### config.mk
export PLATFORM = sky130hd
export DESIGN_NAME = pmu_fsm_flat
export DESIGN_NICKNAME = d
export VERILOG_FILES = /design/src/verilog/pmu_pkg.sv /design/src/verilog/mem_if.sv /design/src/verilog/pmu_fsm.sv /design/src/flat_wrapper.sv
export SDC_FILE = /design/constraint.sdc
export NUM_CORES = 1
export LEC_CHECK = 0
export BUFFER_PORTS_ARGS = -buffer_cell sky130_fd_sc_hd__buf_2
export CORE_MARGIN = 2
export CORE_UTILIZATION = 50
export CTS_BUF_LIST = sky130_fd_sc_hd__clkbuf_8
export CTS_CLUSTER_DIAMETER = 120
export CTS_CLUSTER_SIZE = 16
export DETAILED_ROUTE_END_ITERATION = 12
export PLACE_DENSITY = 0.95
export SETUP_SLACK_MARGIN = 0.05
export SYNTH_ARGS = -nofsm -noshare
export SYNTH_HDL_FRONTEND = slang
export SYNTH_SLANG_ARGS = --single-unit
### constraint.sdc
create_clock -name clk -period 5.9 [get_ports clk]
set_clock_uncertainty 0.05 [all_clocks]
set_input_delay 0.59 -clock clk [delete_from_list [all_inputs] [get_ports clk]]
set_output_delay 0.59 -clock clk [all_outputs]
set_load 0.02 [all_outputs]
### src/verilog/pmu_pkg.sv
package pmu_pkg;

    // memory geometry
    localparam int MEM_DATA_WIDTH = 32;
    localparam int MEM_ADDR_WIDTH = 8;

    // header occupies two words ahead of the payload
    localparam int HEADER_WORDS = 2;

    typedef logic [MEM_DATA_WIDTH-1:0] word_t;
    typedef logic [MEM_ADDR_WIDTH-1:0] addr_t;
    typedef logic [15:0]               len_t;
    typedef logic [4:0]                bit_idx_t;
    typedef logic [3:0]                cmd_t;

    localparam cmd_t CMD_PROGRAM = 4'b0001;
    localparam cmd_t CMD_PASS    = 4'b1010;

    typedef enum logic [2:0] {
        ST_IDLE,
        ST_HEADER,
        ST_PROGRAM,
        ST_PASS,
        ST_REPLAY,
        ST_DONE
    } pmu_state_t;

endpackage

### src/verilog/mem_if.sv
`timescale 1ns/100ps

interface mem_if;
    import pmu_pkg::*;

    // write port
    logic  wr_en;
    addr_t wr_addr;
    word_t wr_data;

    // read port, one cycle latency
    addr_t rd_addr;
    word_t rd_data;

    // boot record
    logic  boot_wr;
    addr_t boot_addr_in;
    len_t  boot_len_in;
    addr_t boot_addr;
    len_t  boot_len;

    modport ctrl (
        output wr_en, wr_addr, wr_data, rd_addr, boot_wr, boot_addr_in, boot_len_in,
        input  rd_data, boot_addr, boot_len
    );

    modport mem (
        input  wr_en, wr_addr, wr_data, rd_addr, boot_wr, boot_addr_in, boot_len_in,
        output rd_data, boot_addr, boot_len
    );

endinterface

### src/verilog/pmu_fsm.sv
`timescale 1ns/100ps

module pmu_fsm (
    input  logic           clk,
    input  logic           rst_i,
    input  logic           en_i,
    input  logic           pwr_up_i,
    input  pmu_pkg::word_t word_i,
    input  logic           word_valid_i,
    input  logic           word_done_i,
    input  pmu_pkg::len_t  word_count_i,
    output logic           count_en_o,
    output logic           count_clr_o,
    output logic           shift_en_o,
    output logic           piso_load_o,
    output pmu_pkg::word_t piso_word_o,
    output logic           complete_o,
    mem_if.ctrl            mem
);
    import pmu_pkg::*;

    pmu_state_t state_q;
    pmu_state_t state_d;
    logic       en_q;
    logic       cmd_start;
    logic       in_stream;
    logic       hdr_last;
    logic       cmd_known;
    logic       replay_go;
    logic       rd_issue_q;
    logic       rd_valid_q;
    cmd_t       cmd_q;
    addr_t      start_q;
    len_t       last_count_q;
    len_t       hdr_len;
    len_t       payload_idx;

    // a command starts on a rising en_i only
    assign cmd_start = (state_q == ST_IDLE) && en_i && !en_q;
    assign in_stream = en_i &&
        (state_q == ST_HEADER || state_q == ST_PROGRAM || state_q == ST_PASS);

    // second header word carries the length in its low half
    assign hdr_last  = (state_q == ST_HEADER) && word_valid_i &&
        (word_count_i == len_t'(HEADER_WORDS));
    assign hdr_len   = word_i[15:0];
    assign cmd_known = (cmd_q == CMD_PROGRAM) || (cmd_q == CMD_PASS);
    assign replay_go = (state_q == ST_IDLE) && (state_d == ST_REPLAY);

    always_ff @(posedge clk)
    begin
        if (rst_i)
        begin
            state_q    <= ST_IDLE;
            en_q       <= 1'b0;
            rd_issue_q <= 1'b0;
            rd_valid_q <= 1'b0;
        end
        else
        begin
            state_q    <= state_d;
            en_q       <= en_i;
            // new read address at each word boundary of a replay
            rd_issue_q <= replay_go || (state_q == ST_REPLAY && word_done_i);
            rd_valid_q <= rd_issue_q;
        end
    end

    // header fields
    always_ff @(posedge clk)
    begin
        if (state_q == ST_HEADER && word_valid_i)
        begin
            if (hdr_last)
            begin
                last_count_q <= len_t'(HEADER_WORDS) + hdr_len;
            end
            else
            begin
                cmd_q   <= word_i[3:0];
                start_q <= word_i[4 +: MEM_ADDR_WIDTH];
            end
        end
    end

    always_comb
    begin
        state_d = state_q;
        case (state_q)
            ST_IDLE:
            begin
                if (cmd_start)
                    state_d = ST_HEADER;
                else if (pwr_up_i)
                    state_d = (mem.boot_len == '0) ? ST_DONE : ST_REPLAY;
            end
            ST_HEADER:
            begin
                if (hdr_last)
                begin
                    if (!cmd_known)
                        state_d = ST_IDLE;
                    else if (hdr_len == '0)
                        state_d = ST_DONE;
                    else if (cmd_q == CMD_PROGRAM)
                        state_d = ST_PROGRAM;
                    else
                        state_d = ST_PASS;
                end
                else if (!en_i)
                begin
                    state_d = ST_IDLE;
                end
            end
            ST_PROGRAM, ST_PASS:
            begin
                if (word_valid_i && word_count_i == last_count_q)
                    state_d = ST_DONE;
                else if (!en_i && word_count_i < last_count_q)
                    state_d = ST_IDLE;
            end
            ST_REPLAY:
            begin
                if (rd_valid_q && word_count_i == mem.boot_len)
                    state_d = ST_DONE;
            end
            default:
            begin
                state_d = ST_IDLE;
            end
        endcase
    end

    assign shift_en_o  = cmd_start || in_stream;
    assign count_en_o  = shift_en_o || (state_q == ST_REPLAY);
    assign count_clr_o = (state_q == ST_IDLE && !cmd_start) || (state_q == ST_DONE);
    assign complete_o  = (state_q == ST_DONE);

    // payload word index from the running word count
    assign payload_idx = word_count_i - len_t'(HEADER_WORDS + 1);

    assign mem.wr_en        = (state_q == ST_PROGRAM) && word_valid_i;
    assign mem.wr_addr      = start_q + addr_t'(payload_idx);
    assign mem.wr_data      = word_i;
    assign mem.rd_addr      = mem.boot_addr + addr_t'(word_count_i);
    assign mem.boot_wr      = hdr_last && (cmd_q == CMD_PROGRAM);
    assign mem.boot_addr_in = start_q;
    assign mem.boot_len_in  = hdr_len;

    assign piso_load_o = ((state_q == ST_PASS) && word_valid_i) ||
        ((state_q == ST_REPLAY) && rd_valid_q && word_count_i < mem.boot_len);
    assign piso_word_o = (state_q == ST_REPLAY) ? mem.rd_data : word_i;

    assert property (@(posedge clk) disable iff (rst_i)
        mem.wr_en |-> state_q == ST_PROGRAM);

    assert property (@(posedge clk) disable iff (rst_i)
        piso_load_o |-> state_q != ST_IDLE);

endmodule

### src/flat_wrapper.sv
// flat-port wrapper written by rule: the top's interface ports become plain ports
module pmu_fsm_flat import pmu_pkg::*;
  (clk, rst_i, en_i, pwr_up_i, word_i, word_valid_i, word_done_i, word_count_i, count_en_o, count_clr_o, shift_en_o, piso_load_o, piso_word_o, complete_o, mem_wr_en, mem_wr_addr, mem_wr_data, mem_rd_addr, mem_boot_wr, mem_boot_addr_in, mem_boot_len_in, mem_rd_data, mem_boot_addr, mem_boot_len);
  mem_if mem_i ();
  input  logic clk;
  input  logic rst_i;
  input  logic en_i;
  input  logic pwr_up_i;
  input  pmu_pkg::word_t word_i;
  input  logic word_valid_i;
  input  logic word_done_i;
  input  pmu_pkg::len_t word_count_i;
  output logic count_en_o;
  output logic count_clr_o;
  output logic shift_en_o;
  output logic piso_load_o;
  output pmu_pkg::word_t piso_word_o;
  output logic complete_o;
  output wire logic [$bits(mem_i.wr_en)-1:0] mem_wr_en;
  output wire logic [$bits(mem_i.wr_addr)-1:0] mem_wr_addr;
  output wire logic [$bits(mem_i.wr_data)-1:0] mem_wr_data;
  output wire logic [$bits(mem_i.rd_addr)-1:0] mem_rd_addr;
  output wire logic [$bits(mem_i.boot_wr)-1:0] mem_boot_wr;
  output wire logic [$bits(mem_i.boot_addr_in)-1:0] mem_boot_addr_in;
  output wire logic [$bits(mem_i.boot_len_in)-1:0] mem_boot_len_in;
  input wire logic [$bits(mem_i.rd_data)-1:0] mem_rd_data;
  input wire logic [$bits(mem_i.boot_addr)-1:0] mem_boot_addr;
  input wire logic [$bits(mem_i.boot_len)-1:0] mem_boot_len;
  assign mem_wr_en = mem_i.wr_en;
  assign mem_wr_addr = mem_i.wr_addr;
  assign mem_wr_data = mem_i.wr_data;
  assign mem_rd_addr = mem_i.rd_addr;
  assign mem_boot_wr = mem_i.boot_wr;
  assign mem_boot_addr_in = mem_i.boot_addr_in;
  assign mem_boot_len_in = mem_i.boot_len_in;
  assign mem_i.rd_data = mem_rd_data;
  assign mem_i.boot_addr = mem_boot_addr;
  assign mem_i.boot_len = mem_boot_len;
  pmu_fsm u_core (.clk(clk), .rst_i(rst_i), .en_i(en_i), .pwr_up_i(pwr_up_i), .word_i(word_i), .word_valid_i(word_valid_i), .word_done_i(word_done_i), .word_count_i(word_count_i), .count_en_o(count_en_o), .count_clr_o(count_clr_o), .shift_en_o(shift_en_o), .piso_load_o(piso_load_o), .piso_word_o(piso_word_o), .complete_o(complete_o), .mem(mem_i));
endmodule
# [Word-level counts from Yosys, hierarchy flattened]
# Index checks and enable logic that the tools add are counted.
[word_totals] elab_cells=71 ff_bits=34 output_inout_bits=111
[classes] reduce_logical=33 n_addsub=4 n_bitwise=1 n_mux=13 order_cmp=2 eq_ne=11
[ops] cell="16-bit == test" n=2
[ops] cell="16-bit logical NOT" n=2
[ops] cell="16-bit < comparator" n=2
[ops] cell="32-bit 2-to-1 mux" n=1
[ops] cell="3-bit 2-to-1 mux" n=9
[ops] cell="2-bit by 16-bit adder with 16-bit output, first input constant" n=1
[ops] cell="8-bit adder" n=2
[ops] cell="16-bit by 2-bit == test with 1-bit output, second input constant" n=1
[ops] cell="1-bit logical AND" n=16
[ops] cell="3-bit one-hot mux with 4 select lines" n=1
[ops] cell="3-bit == test, second input constant" n=3
[ops] cell="1-bit logical OR" n=8
[ops] cell="8-bit by 2-bit subtractor with 8-bit output, second input constant" n=1
[ops] cell="3-bit by 2-bit == test with 1-bit output, second input constant" n=2
[ops] cell="4-bit by 1-bit == test with 1-bit output, second input constant" n=1
[ops] cell="4-bit == test, second input constant" n=1
[ops] cell="2-bit AND reduction" n=2
[ops] cell="3-bit by 1-bit == test with 1-bit output, second input constant" n=1
[ops] cell="1-bit logical NOT" n=3
[ops] cell="3-bit logical NOT" n=1
[ops] cell="1-bit 2-to-1 mux" n=2
[ops] cell="2-bit OR reduction" n=1
[ops] cell="1-bit NOT" n=1

# [Logic depth before layout (Yosys ltp)]
# Gate-level depths: netlist of the first run.
[logic_depth] ltp_word=9 depth_mapped=10 depth_no_buf=10

# [Worst setup path after synthesis of the first run]
# No wires, ideal clock.
[synth_path] kind="input port to output port" startpoint="input port word_count_i[1]" endpoint="output port mem_wr_addr[7]" arrival_time_ns=2.326 path_buffers=0 required_time_ns=5.260 cell_stages=8 path_slack_ns=2.934 cell_sequence="ha_1 -> ha_1 -> fa_1 -> a21o_1 -> a21oi_1 -> o21bai_1 -> a21oi_1 -> xnor2_1"
[synth_via] elab_chain_cells=2
[synth_rtl] element="start: declaration" line_no="flat_wrapper.sv:12" rtl="input pmu_pkg::len_t word_count_i;"
[synth_rtl] element="8-bit by 2-bit subtractor with 8-bit output" line_no="pmu_fsm.sv:140" rtl="assign payload_idx = word_count_i - len_t'(HEADER_WORDS + 1);"
[synth_rtl] element="8-bit adder" line_no="pmu_fsm.sv:143" rtl="assign mem.wr_addr = start_q + addr_t'(payload_idx);"
[synth_rtl] element="end: declaration" line_no="flat_wrapper.sv:20" rtl="output wire logic [$bits(mem_i.wr_addr)-1:0] mem_wr_addr;"
# No other way between the ends.

# [Final worst setup path of the first run]
# Same ends and word-level chain as after synthesis.

==> impl_metrics.toml, run 1 <==
[placement]
dpl_cell_area_um2 = 4640
port_buffers = 220
gp_congestion = 0.888
hpwlAfterDp_mm = 9.40

[yosys]
synth_cells = 424
synth_seq_cells = 34
ys_types = 49
synth-edff-count = 28
synth_nets = 589
synthFlopType = "edfxtp_1"
ys_seq_area_share_pct = 25.2
syn_area_um2 = 3810
ys_top_cells_by_count = "inv_1 (63), ha_1 (53), buf_4 (48)"
yosysTopAreaCell = "edfxtp_1"
synthArstFlopShare_pct = 0
ys_warn_count = 0
synth_most_common_cell = "inv_1"
ys_top_cells_by_area = "edfxtp_1 (22%), ha_1 (17%), buf_4 (9.4%)"
synth_top_area_share_pct = 22.0
avgSynthCellArea_um2 = 9.00

[hold_path]
hp-class = "register to register"

[run_status]
run_status = "finished clean"

[routing]
met2_length_mm = 5.88
wl_met3_um = 761
antenna_left = 0
wl_per_cell_um = 15.8
highest-signal-layer = "met4"
drc = 0
drt-pass1-iter-count = 5
wirelength_met1_mm = 4.10
num_vias = 3704
drt_iter0_drc = 112
avgViaCountPerCell = 5.33
wl_mm = 11.0

[clock_network]
worstSkewPairLatency_ns = 0.28
cts_resized = 0
cts_htree_levels = 2
cts_max_path_buffers = 2
path_clk_slew_ns = 0.07
cts_tree = "done"
cts_made_buffers = 5
post_cts_buffers = 0
cts-root-buf = "clkbuf_8"
clock_sinks = 34
postCtsHoldBufs = 0

[grt]
first_global_vias = 3770
track_usage_pct = 25.9
antenna_found_initial = 0
gr-total-overflow = 0
grt_max_degree = 39
grt_pass1_wl_mm = 17.6

[timing]
timing.final.crit_share_pct = 55.7
slew-limit-headroom_pct = 29.8
slew_violations = 0
rsz0062_at_grt = "no"
worst_slew_pin_slew_ns = 1.05
setup_viol = 0
hold_violations = 0
layout_min_cycle_time_ns = 3.29
fmaxAchievable_mhz = 304
tns_ns = 0

[cells_and_area]
final_nets = 760
drive_gt1_share_pct = 38.6
design_area_um2 = 4750
final_util_pct = 64.9
diodes = 0
fillers = 584
area_delta_synth_final_pct = 24.6

[die]
start_util_pct = 52.0
core.rowCount = 31
core-area_um2 = 7330
die_w_um = 91.4
chipHeight_um = 91.4
io_pins = 221
fp.dieArea_um2 = 8340

[critical_path]
cp-end-kind = "output port"
start_kind = "input pin"
crit_arrival_ns = 2.65
path_max_fanout = 6
crit_required_ns = 5.26
path_class = "input pin to output port"

[pwr]
p_leak_nw = 2.51
p_total_uw = 841
p_per_area_nw_per_um2 = 177
max-vdd-ir-drop_mv = 0.0919

[job]
max-cap-violations = 0
[report_power, final]
group,switching (mW),internal (mW)
clock network,0.0809,0.124
registers,0.00542,0.266
logic,0.220,0.145
total,0.307,0.535
[placed cells by master, fill, tap and decap left out, types with 2 or more instances in the layout]
cell type / synthesis / routed
a21o_1: 9 / 9
o21ai_1: 5 / 5
nor2b_1: 8 / 8
a211oi_1: 2 / 2
nand2b_1: 2 / 2
o21bai_1: 3 / 3
inv_1: 63 / 64
edfxtp_1: 28 / 28
dfxtp_1: 6 / 6
nor4b_1: 2 / 2
nor2_1: 15 / 15
ha_1: 53 / 53
buf_2: 5 / 220
nor4_1: 11 / 11
a21oi_1: 17 / 17
fa_1: 2 / 2
clkbuf_8: 0 / 5
nand4_1: 9 / 9
nand2_1: 13 / 13
xor2_1: 6 / 6
and3_1: 8 / 8
o21ai_0: 6 / 6
nand3b_1: 2 / 2
mux2_1: 30 / 30
xnor2_1: 20 / 20
nor3_1: 4 / 4
a21boi_1: 2 / 2
nand3_1: 19 / 19
and4_1: 2 / 2
o21a_1: 3 / 3
[stage by stage]
| step | hold slack, ns | instances | setup slack (ns) |
|---|---|---|---|
| final | 0.404 | 695 | 2.61 |
| after global routing | 0.424 | 695 | 2.40 |
| after CTS | 0.413 | 695 | 2.61 |
| after detailed placement | 0.401 | 687 | 2.61 |
| after global placement | 0.392 | 687 | 2.69 |
| after floorplan | 0.364 | 424 | 2.93 |
[critical path, cell delays in order]
cell	delay, ns
buf_2	0.14
ha_1	0.29
ha_1	0.22
fa_1	0.40
a21o_1	0.19
a21oi_1	0.22
o21bai_1	0.10
a21oi_1	0.18
xnor2_1	0.13
buf_2	0.18
[cell type report]
cell class              instances  area, um^2  area share, %
multi-input cells             271        2220           46.7
repair buffers                220        1100           23.2
flip-flops and latches         34         961           20.2
inverters                      63         236           4.97
well taps                      99         124           2.61
clock buffers                   5        68.8           1.45
clock inverters                 3        41.3          0.868
[kinds of logic after synthesis]
family | synth area share [%]
AO/OA/AOI/OAI | 8.63
XOR/XNOR | 5.97
adder cells (fa/ha/maj) | 18.4
buffers and inverters | 16.6
flip-flops | 25.2
multiplexers | 8.86
AND/OR/NAND/NOR | 16.3
[layer usage]
metal | vias up | global-route usage, %
li1 | 1779 | -
met1 | 1710 | 29.0
met2 | 195 | 49.1
met3 | 20 | 4.15
met4 | 0 | 9.34
met5 | - | 0
[final timing paths]
check	slack (ns)	from	end	cells past startpoint
worst max-delay path	2.61	word_count_i[1]	mem_wr_addr[7]	10
worst min-delay path	0.40	u_core.rd_issue_q	u_core.rd_valid_q	1
worst max register to register	3.70	u_core.last_count_q[14]	u_core.state_q[0]	8
worst min register to register	0.40	u_core.rd_issue_q	u_core.rd_valid_q	1
[state kept, by name, indices dropped and copies added (netlist names)]
name,cells
u_core.rd_issue_q,1
u_core.state_q,3
u_core.last_count_q,16
u_core.rd_valid_q,1
u_core.cmd_q,4
u_core.mem.boot_addr_in,8
u_core.en_q,1
Power figures use the tool's default switching activity.
==> run 2, diff against run 1 <==
--- a/config.mk
+++ b/config.mk
@@ -7,12 +7,12 @@
 export LEC_CHECK = 0
 export BUFFER_PORTS_ARGS = -buffer_cell sky130_fd_sc_hd__buf_2
 export CORE_MARGIN = 2
-export CORE_UTILIZATION = 50
+export CORE_UTILIZATION = 42
 export CTS_BUF_LIST = sky130_fd_sc_hd__clkbuf_8
 export CTS_CLUSTER_DIAMETER = 120
 export CTS_CLUSTER_SIZE = 16
 export DETAILED_ROUTE_END_ITERATION = 12
-export PLACE_DENSITY = 0.95
+export PLACE_DENSITY = 0.89
 export SETUP_SLACK_MARGIN = 0.05
 export SYNTH_ARGS = -nofsm -noshare
 export SYNTH_HDL_FRONTEND = slang
==> constraint.sdc (replaced) <==
create_clock -name clk -period 2.7 [get_ports clk]
set_clock_uncertainty 0.05 [all_clocks]
set_input_delay 0.27 -clock clk [delete_from_list [all_inputs] [get_ports clk]]
set_output_delay 0.27 -clock clk [all_outputs]
set_load 0.02 [all_outputs]
==> run 2 against run 1 <==
Net effect: the run now ends with setup timing left; cell count rose by 2.3%; total power rose by 110%; sequential share of layout area fell by 0.32 points; largest cell class unchanged; largest power group unchanged; highest routed layer unchanged.
==> impl_metrics.toml, run 2 (same netlist as run 1, synthesis figures left out) <==
[pwr]
p_comb_share_pct = 46.9
max-vdd-ir-drop_mv = 0.208
p_total_mw = 1.77
swShare_pct = 38.3
p_per_area_nw_per_um2 = 365
switchingPower_uw = 675
p_leak_nw = 2.54
clkPwrFrac_pct = 19.5
power_frac_seq_pct = 33.6
p_int_mw = 1.09

[grt]
antenna_found_initial = 0
grt_pass1_wl_mm = 17.6
gr-total-overflow = 0
track_usage_pct = 22.4
first_global_vias = 3756
grt_max_degree = 37

[critical_path]
path_class = "register to output port"
crit_arrival_ns = 2.38
cp_top_family = "adder cells"
cp-end-kind = "output port"
crit_chain = "inv_1 > ha_1 > inv_2 > ha_4 > fa_2 > a21o_1 > a21oi_2 > o21bai_1 > a21oi_1 > xnor2_1 > buf_4"
crit_required_ns = 2.38
slowest_stage = "edfxtp_1"
path_max_fanout = 2
path_buf_inv = 3
start_kind = "register"
cpPeakStageDelay_ns = 0.40

[clock_network]
path_clk_slew_ns = 0.07
cts_made_buffers = 5
cts_tree = "done"
cts_max_path_buffers = 2
postCtsHoldBufs = 0
cts-root-buf = "clkbuf_8"
cts_htree_levels = 2
clock_sinks = 34
worstSkewPairLatency_ns = 0.28

[placement]
dp.cells = 700
dpl_cell_area_um2 = 4690
port_buffers = 220
gp_congestion = 0.882
hpwlAfterDp_mm = 9.74

[cells_and_area]
design_area_um2 = 4830
diodes = 0
largest_reg_flops = 16
mostFrequentLayoutCells = "buf_2 (217), inv_1 (63), ha_1 (51), mux2_1 (30), edfxtp_1 (28)"
drive_gt1_share_pct = 40.1
final_nets = 767
final_common_cell = "buf_2"
fillers = 799
fin_cells = 711
area_delta_synth_final_pct = 26.7
largest_register = "u_core.last_count_q"

[timing]
slew_violations = 0
layout_min_cycle_time_ns = 2.70
hold_violations = 0
fmaxAchievable_mhz = 370
slew-limit-headroom_pct = 25.1
setup_viol = 1
worst_slew_pin_slew_ns = 1.12
layout_setup_ws_ns = -0.00419
rsz0062_at_grt = "yes"
timing.final.crit_share_pct = 100

[job]
max-cap-violations = 0

[routing]
avgViaCountPerCell = 5.31
antenna_left = 0
drt-pass1-iter-count = 4
wl_per_cell_um = 16.2
wl_mm = 11.5
drt_iter0_drc = 122
drc = 0
num_vias = 3775

[die]
core.rowCount = 34
io_pins = 221
core-area_um2 = 8760
start_util_pct = 43.5
die_w_um = 99.3
chipHeight_um = 99.3
fp.dieArea_um2 = 9860

[run_status]
run_status = "complete, but fails checks"
violations = "setup timing"

[hold_path]
hp-class = "input pin to register"
==> run 2: changes by cell type in the layout (fill, tap and decap cells not counted), moves of 2 or more <==
cell and delta:
a21oi_1 -2, a21oi_2 +2, buf_2 -3, buf_4 +10, ha_1 -2, ha_4 +2
==> run 2: stage by stage <==
stage                     hold slack, ns  util [%]  setup WS, ns  setup TNS (ns)
after global placement             0.381      53.5         0.129               0
after CTS                          0.160      54.7       0.00648               0
after detailed placement           0.405      53.5        0.0754               0
after global routing               0.168      55.1        -0.154          -0.154
after floorplan                    0.292         -         0.100               0
final                              0.164      55.1      -0.00419        -0.00419
==> run 2: routing by layer <==
| layer | wire [um] | vias to the layer above | part of all wire [%] | GRT usage (%) |
|---|---|---|---|---|
| li1 | - | 1786 | - | - |
| met1 | 4310 | 1772 | 37 | 24.7 |
| met2 | 6220 | 191 | 54 | 43.3 |
| met3 | 686 | 26 | 5.9 | 2.18 |
| met4 | 313 | 0 | 2.7 | 9.27 |
| met5 | 0 | - | 0 | 0 |
==> run 2: power groups by stage <==
stage / combinational [mW] / clock [mW] / sequential (mW)
final: 0.828 / 0.343 / 0.594
after global routing: 0.897 / 0.371 / 0.595
after CTS: 0.822 / 0.347 / 0.593
after detailed placement: 0.809 / 0 / 0.604
after global placement: 0.785 / 0 / 0.603
after floorplan: 0.541 / 0 / 0.602
==> run 2: worst paths after layout <==
check	from	depth (start not counted)	end	slack [ns]
setup / recovery	u_core.mem.boot_addr_in[0]	11	mem_wr_addr[7]	-0.004
hold / removal	rst_i	2	u_core.en_q	0.16
setup reg to reg	u_core.last_count_q[14]	8	u_core.state_q[0]	0.46
hold reg to reg	u_core.rd_issue_q	1	u_core.rd_valid_q	0.41
==> run 2: layout make-up <==
cell class | count | area [um^2] | area share [%]
inverter | 63 | 236 | 4.89
sequential | 34 | 961 | 19.9
clock buffer | 5 | 68.8 | 1.42
clock inverter | 3 | 12.5 | 0.259
multi-input combinational | 271 | 2260 | 46.7
timing repair buffer | 227 | 1160 | 24.0
tap | 108 | 135 | 2.80
==> run 2: timing repair <==
action,CTS,global route
gates resized for setup,4,6
pin swaps,3,7
buffers inserted,2,1
setup endpoints to repair,2,3
==> run 3, diff against run 2 <==
--- a/config.mk
+++ b/config.mk
@@ -7,12 +7,12 @@
 export LEC_CHECK = 0
 export BUFFER_PORTS_ARGS = -buffer_cell sky130_fd_sc_hd__buf_2
 export CORE_MARGIN = 2
-export CORE_UTILIZATION = 42
+export CORE_UTILIZATION = 30
 export CTS_BUF_LIST = sky130_fd_sc_hd__clkbuf_8
 export CTS_CLUSTER_DIAMETER = 120
 export CTS_CLUSTER_SIZE = 16
 export DETAILED_ROUTE_END_ITERATION = 12
-export PLACE_DENSITY = 0.89
+export PLACE_DENSITY = 0.7
 export SETUP_SLACK_MARGIN = 0.05
 export SYNTH_ARGS = -nofsm -noshare
 export SYNTH_HDL_FRONTEND = slang
==> run 3 against run 2 <==
Net effect: the run still ends with setup timing left; cell count increased by 9.0%; first-iteration DRC count increased by 34%; cell area increased by 2.8%; total power increased by 12%; critical path type unchanged; largest cell class unchanged.
==> impl_metrics.toml, run 3 (same netlist as run 1, synthesis figures left out) <==
[run_status]
run_status = "complete, but fails checks"
violations = "setup timing"

[routing]
drc = 0
antenna_left = 0
drt_iter0_drc = 163
wl_mm = 11.5
num_vias = 3558
avgViaCountPerCell = 4.59
wl_per_cell_um = 14.8
drt-pass1-iter-count = 4

[critical_path]
rr_worst_depth = 8
start_kind = "register"
slowest_stage = "edfxtp_1"
cp.depth = 9
cp_common_cell = "a21oi_2"
path_class = "register to output port"
cp_top_family = "adder cells"
crit_chain = "ha_1 > ha_2 > fa_2 > a21o_1 > a21oi_2 > o21bai_1 > a21oi_2 > xnor2_1 > buf_4"
crit_arrival_ns = 2.39
r2r_slack_ns = 0.52
path_max_fanout = 2
crit_required_ns = 2.38
cpPeakStageDelay_ns = 0.39
cp-end-kind = "output port"
path_buf_inv = 1

[timing]
rsz0062_at_grt = "yes"
tns_ns = -0.00645
hold_violations = 0
hold_ws_ns = 0.152
slew-limit-headroom_pct = 24.5
layout_min_cycle_time_ns = 2.71
worst_slew_pin_slew_ns = 1.13
layout_setup_ws_ns = -0.00645
fmaxAchievable_mhz = 369
timing.final.crit_share_pct = 100
slew_violations = 0
setup_viol = 1

[die]
core-area_um2 = 12500
core.rowCount = 41
start_util_pct = 30.5
io_pins = 221
die_w_um = 117
fp.dieArea_um2 = 13600
chipHeight_um = 117

[job]
max-cap-violations = 0

[placement]
hpwlAfterDp_mm = 9.78
dp.cells = 765
gp_congestion = 0.826
place_ws_ns = 0.0806
port_buffers = 220
dpl_cell_area_um2 = 4790

[clock_network]
worstSkewPairLatency_ns = 0.28
cts-root-buf = "clkbuf_8"
clock_sinks = 34
cts_tree = "done"
cts_htree_levels = 2
path_clk_slew_ns = 0.07
cts_max_path_buffers = 2
cts_made_buffers = 5

[pwr]
p_per_area_nw_per_um2 = 398
p_leak_nw = 2.57
max-vdd-ir-drop_mv = 0.193

[cells_and_area]
fin_cells = 775
final_common_cell = "buf_2"
final_nets = 767
largest_register = "u_core.last_count_q"
mostFrequentLayoutCells = "buf_2 (217), inv_1 (62), ha_1 (52), mux2_1 (30), edfxtp_1 (28)"
diodes = 0
largest_reg_flops = 16
drive_gt1_share_pct = 40.6
design_area_um2 = 4970
area_delta_synth_final_pct = 30.3

[grt]
grt_pass1_wl_mm = 16.8
grt_max_degree = 39
track_usage_pct = 16.2
gr-total-overflow = 0
antenna_found_initial = 1
first_global_vias = 3291

[hold_path]
hp-class = "input pin to register"
hold_path_depth = 2
==> run 3: layer usage <==
metal  vias to the layer above  global-route usage (%)  wire, um
met4                         0                    4.24       127
li1                       1793                       -         -
met1                      1603                    19.0      4740
met2                       152                    31.7      6020
met5                         -                       0         0
met3                        10                    1.14       621
==> run 3: area by class of cell <==
| type | count | area, um^2 |
|---|---|---|
| fill | 1317 | 7550 |
| clock buffer | 5 | 68.8 |
| timing repair buffer | 227 | 1170 |
| sequential | 34 | 961 |
| inverter | 63 | 236 |
| multi-input combinational | 271 | 2250 |
| clock inverter | 3 | 68.8 |
| tap | 172 | 215 |
==> run 3: power by group <==
group / internal [mW] / leakage (nW) / switching [mW]
combinational: 0.339 / 2.20 / 0.488
sequential: 0.581 / 0.302 / 0.0119
clock: 0.370 / 0.0683 / 0.187
total: 1.29 / 2.57 / 0.687
==> run 3: metrics by stage <==
step | power (mW) | util, %
floorplan | 1.14 | -
global placement | 1.41 | 38.2
detailed placement | 1.42 | 38.2
CTS | 1.99 | 39.5
global route | 2.09 | 39.7
finish | 1.98 | 39.7
==> run 3: timing repair <==
item,CTS,global route
buffers inserted,1,2
hold buffers,0,0
resized for setup,3,7
setup endpoints to repair,2,3
pin swaps,3,2
==> run 3: final timing paths <==
path | startpoint | to
worst max-delay path | u_core.mem.boot_addr_in[1] | mem_wr_addr[7]
worst min-delay path | rst_i | u_core.rd_valid_q
worst max register to register | u_core.last_count_q[14] | u_core.state_q[0]
worst min register to register | u_core.rd_issue_q | u_core.rd_valid_q
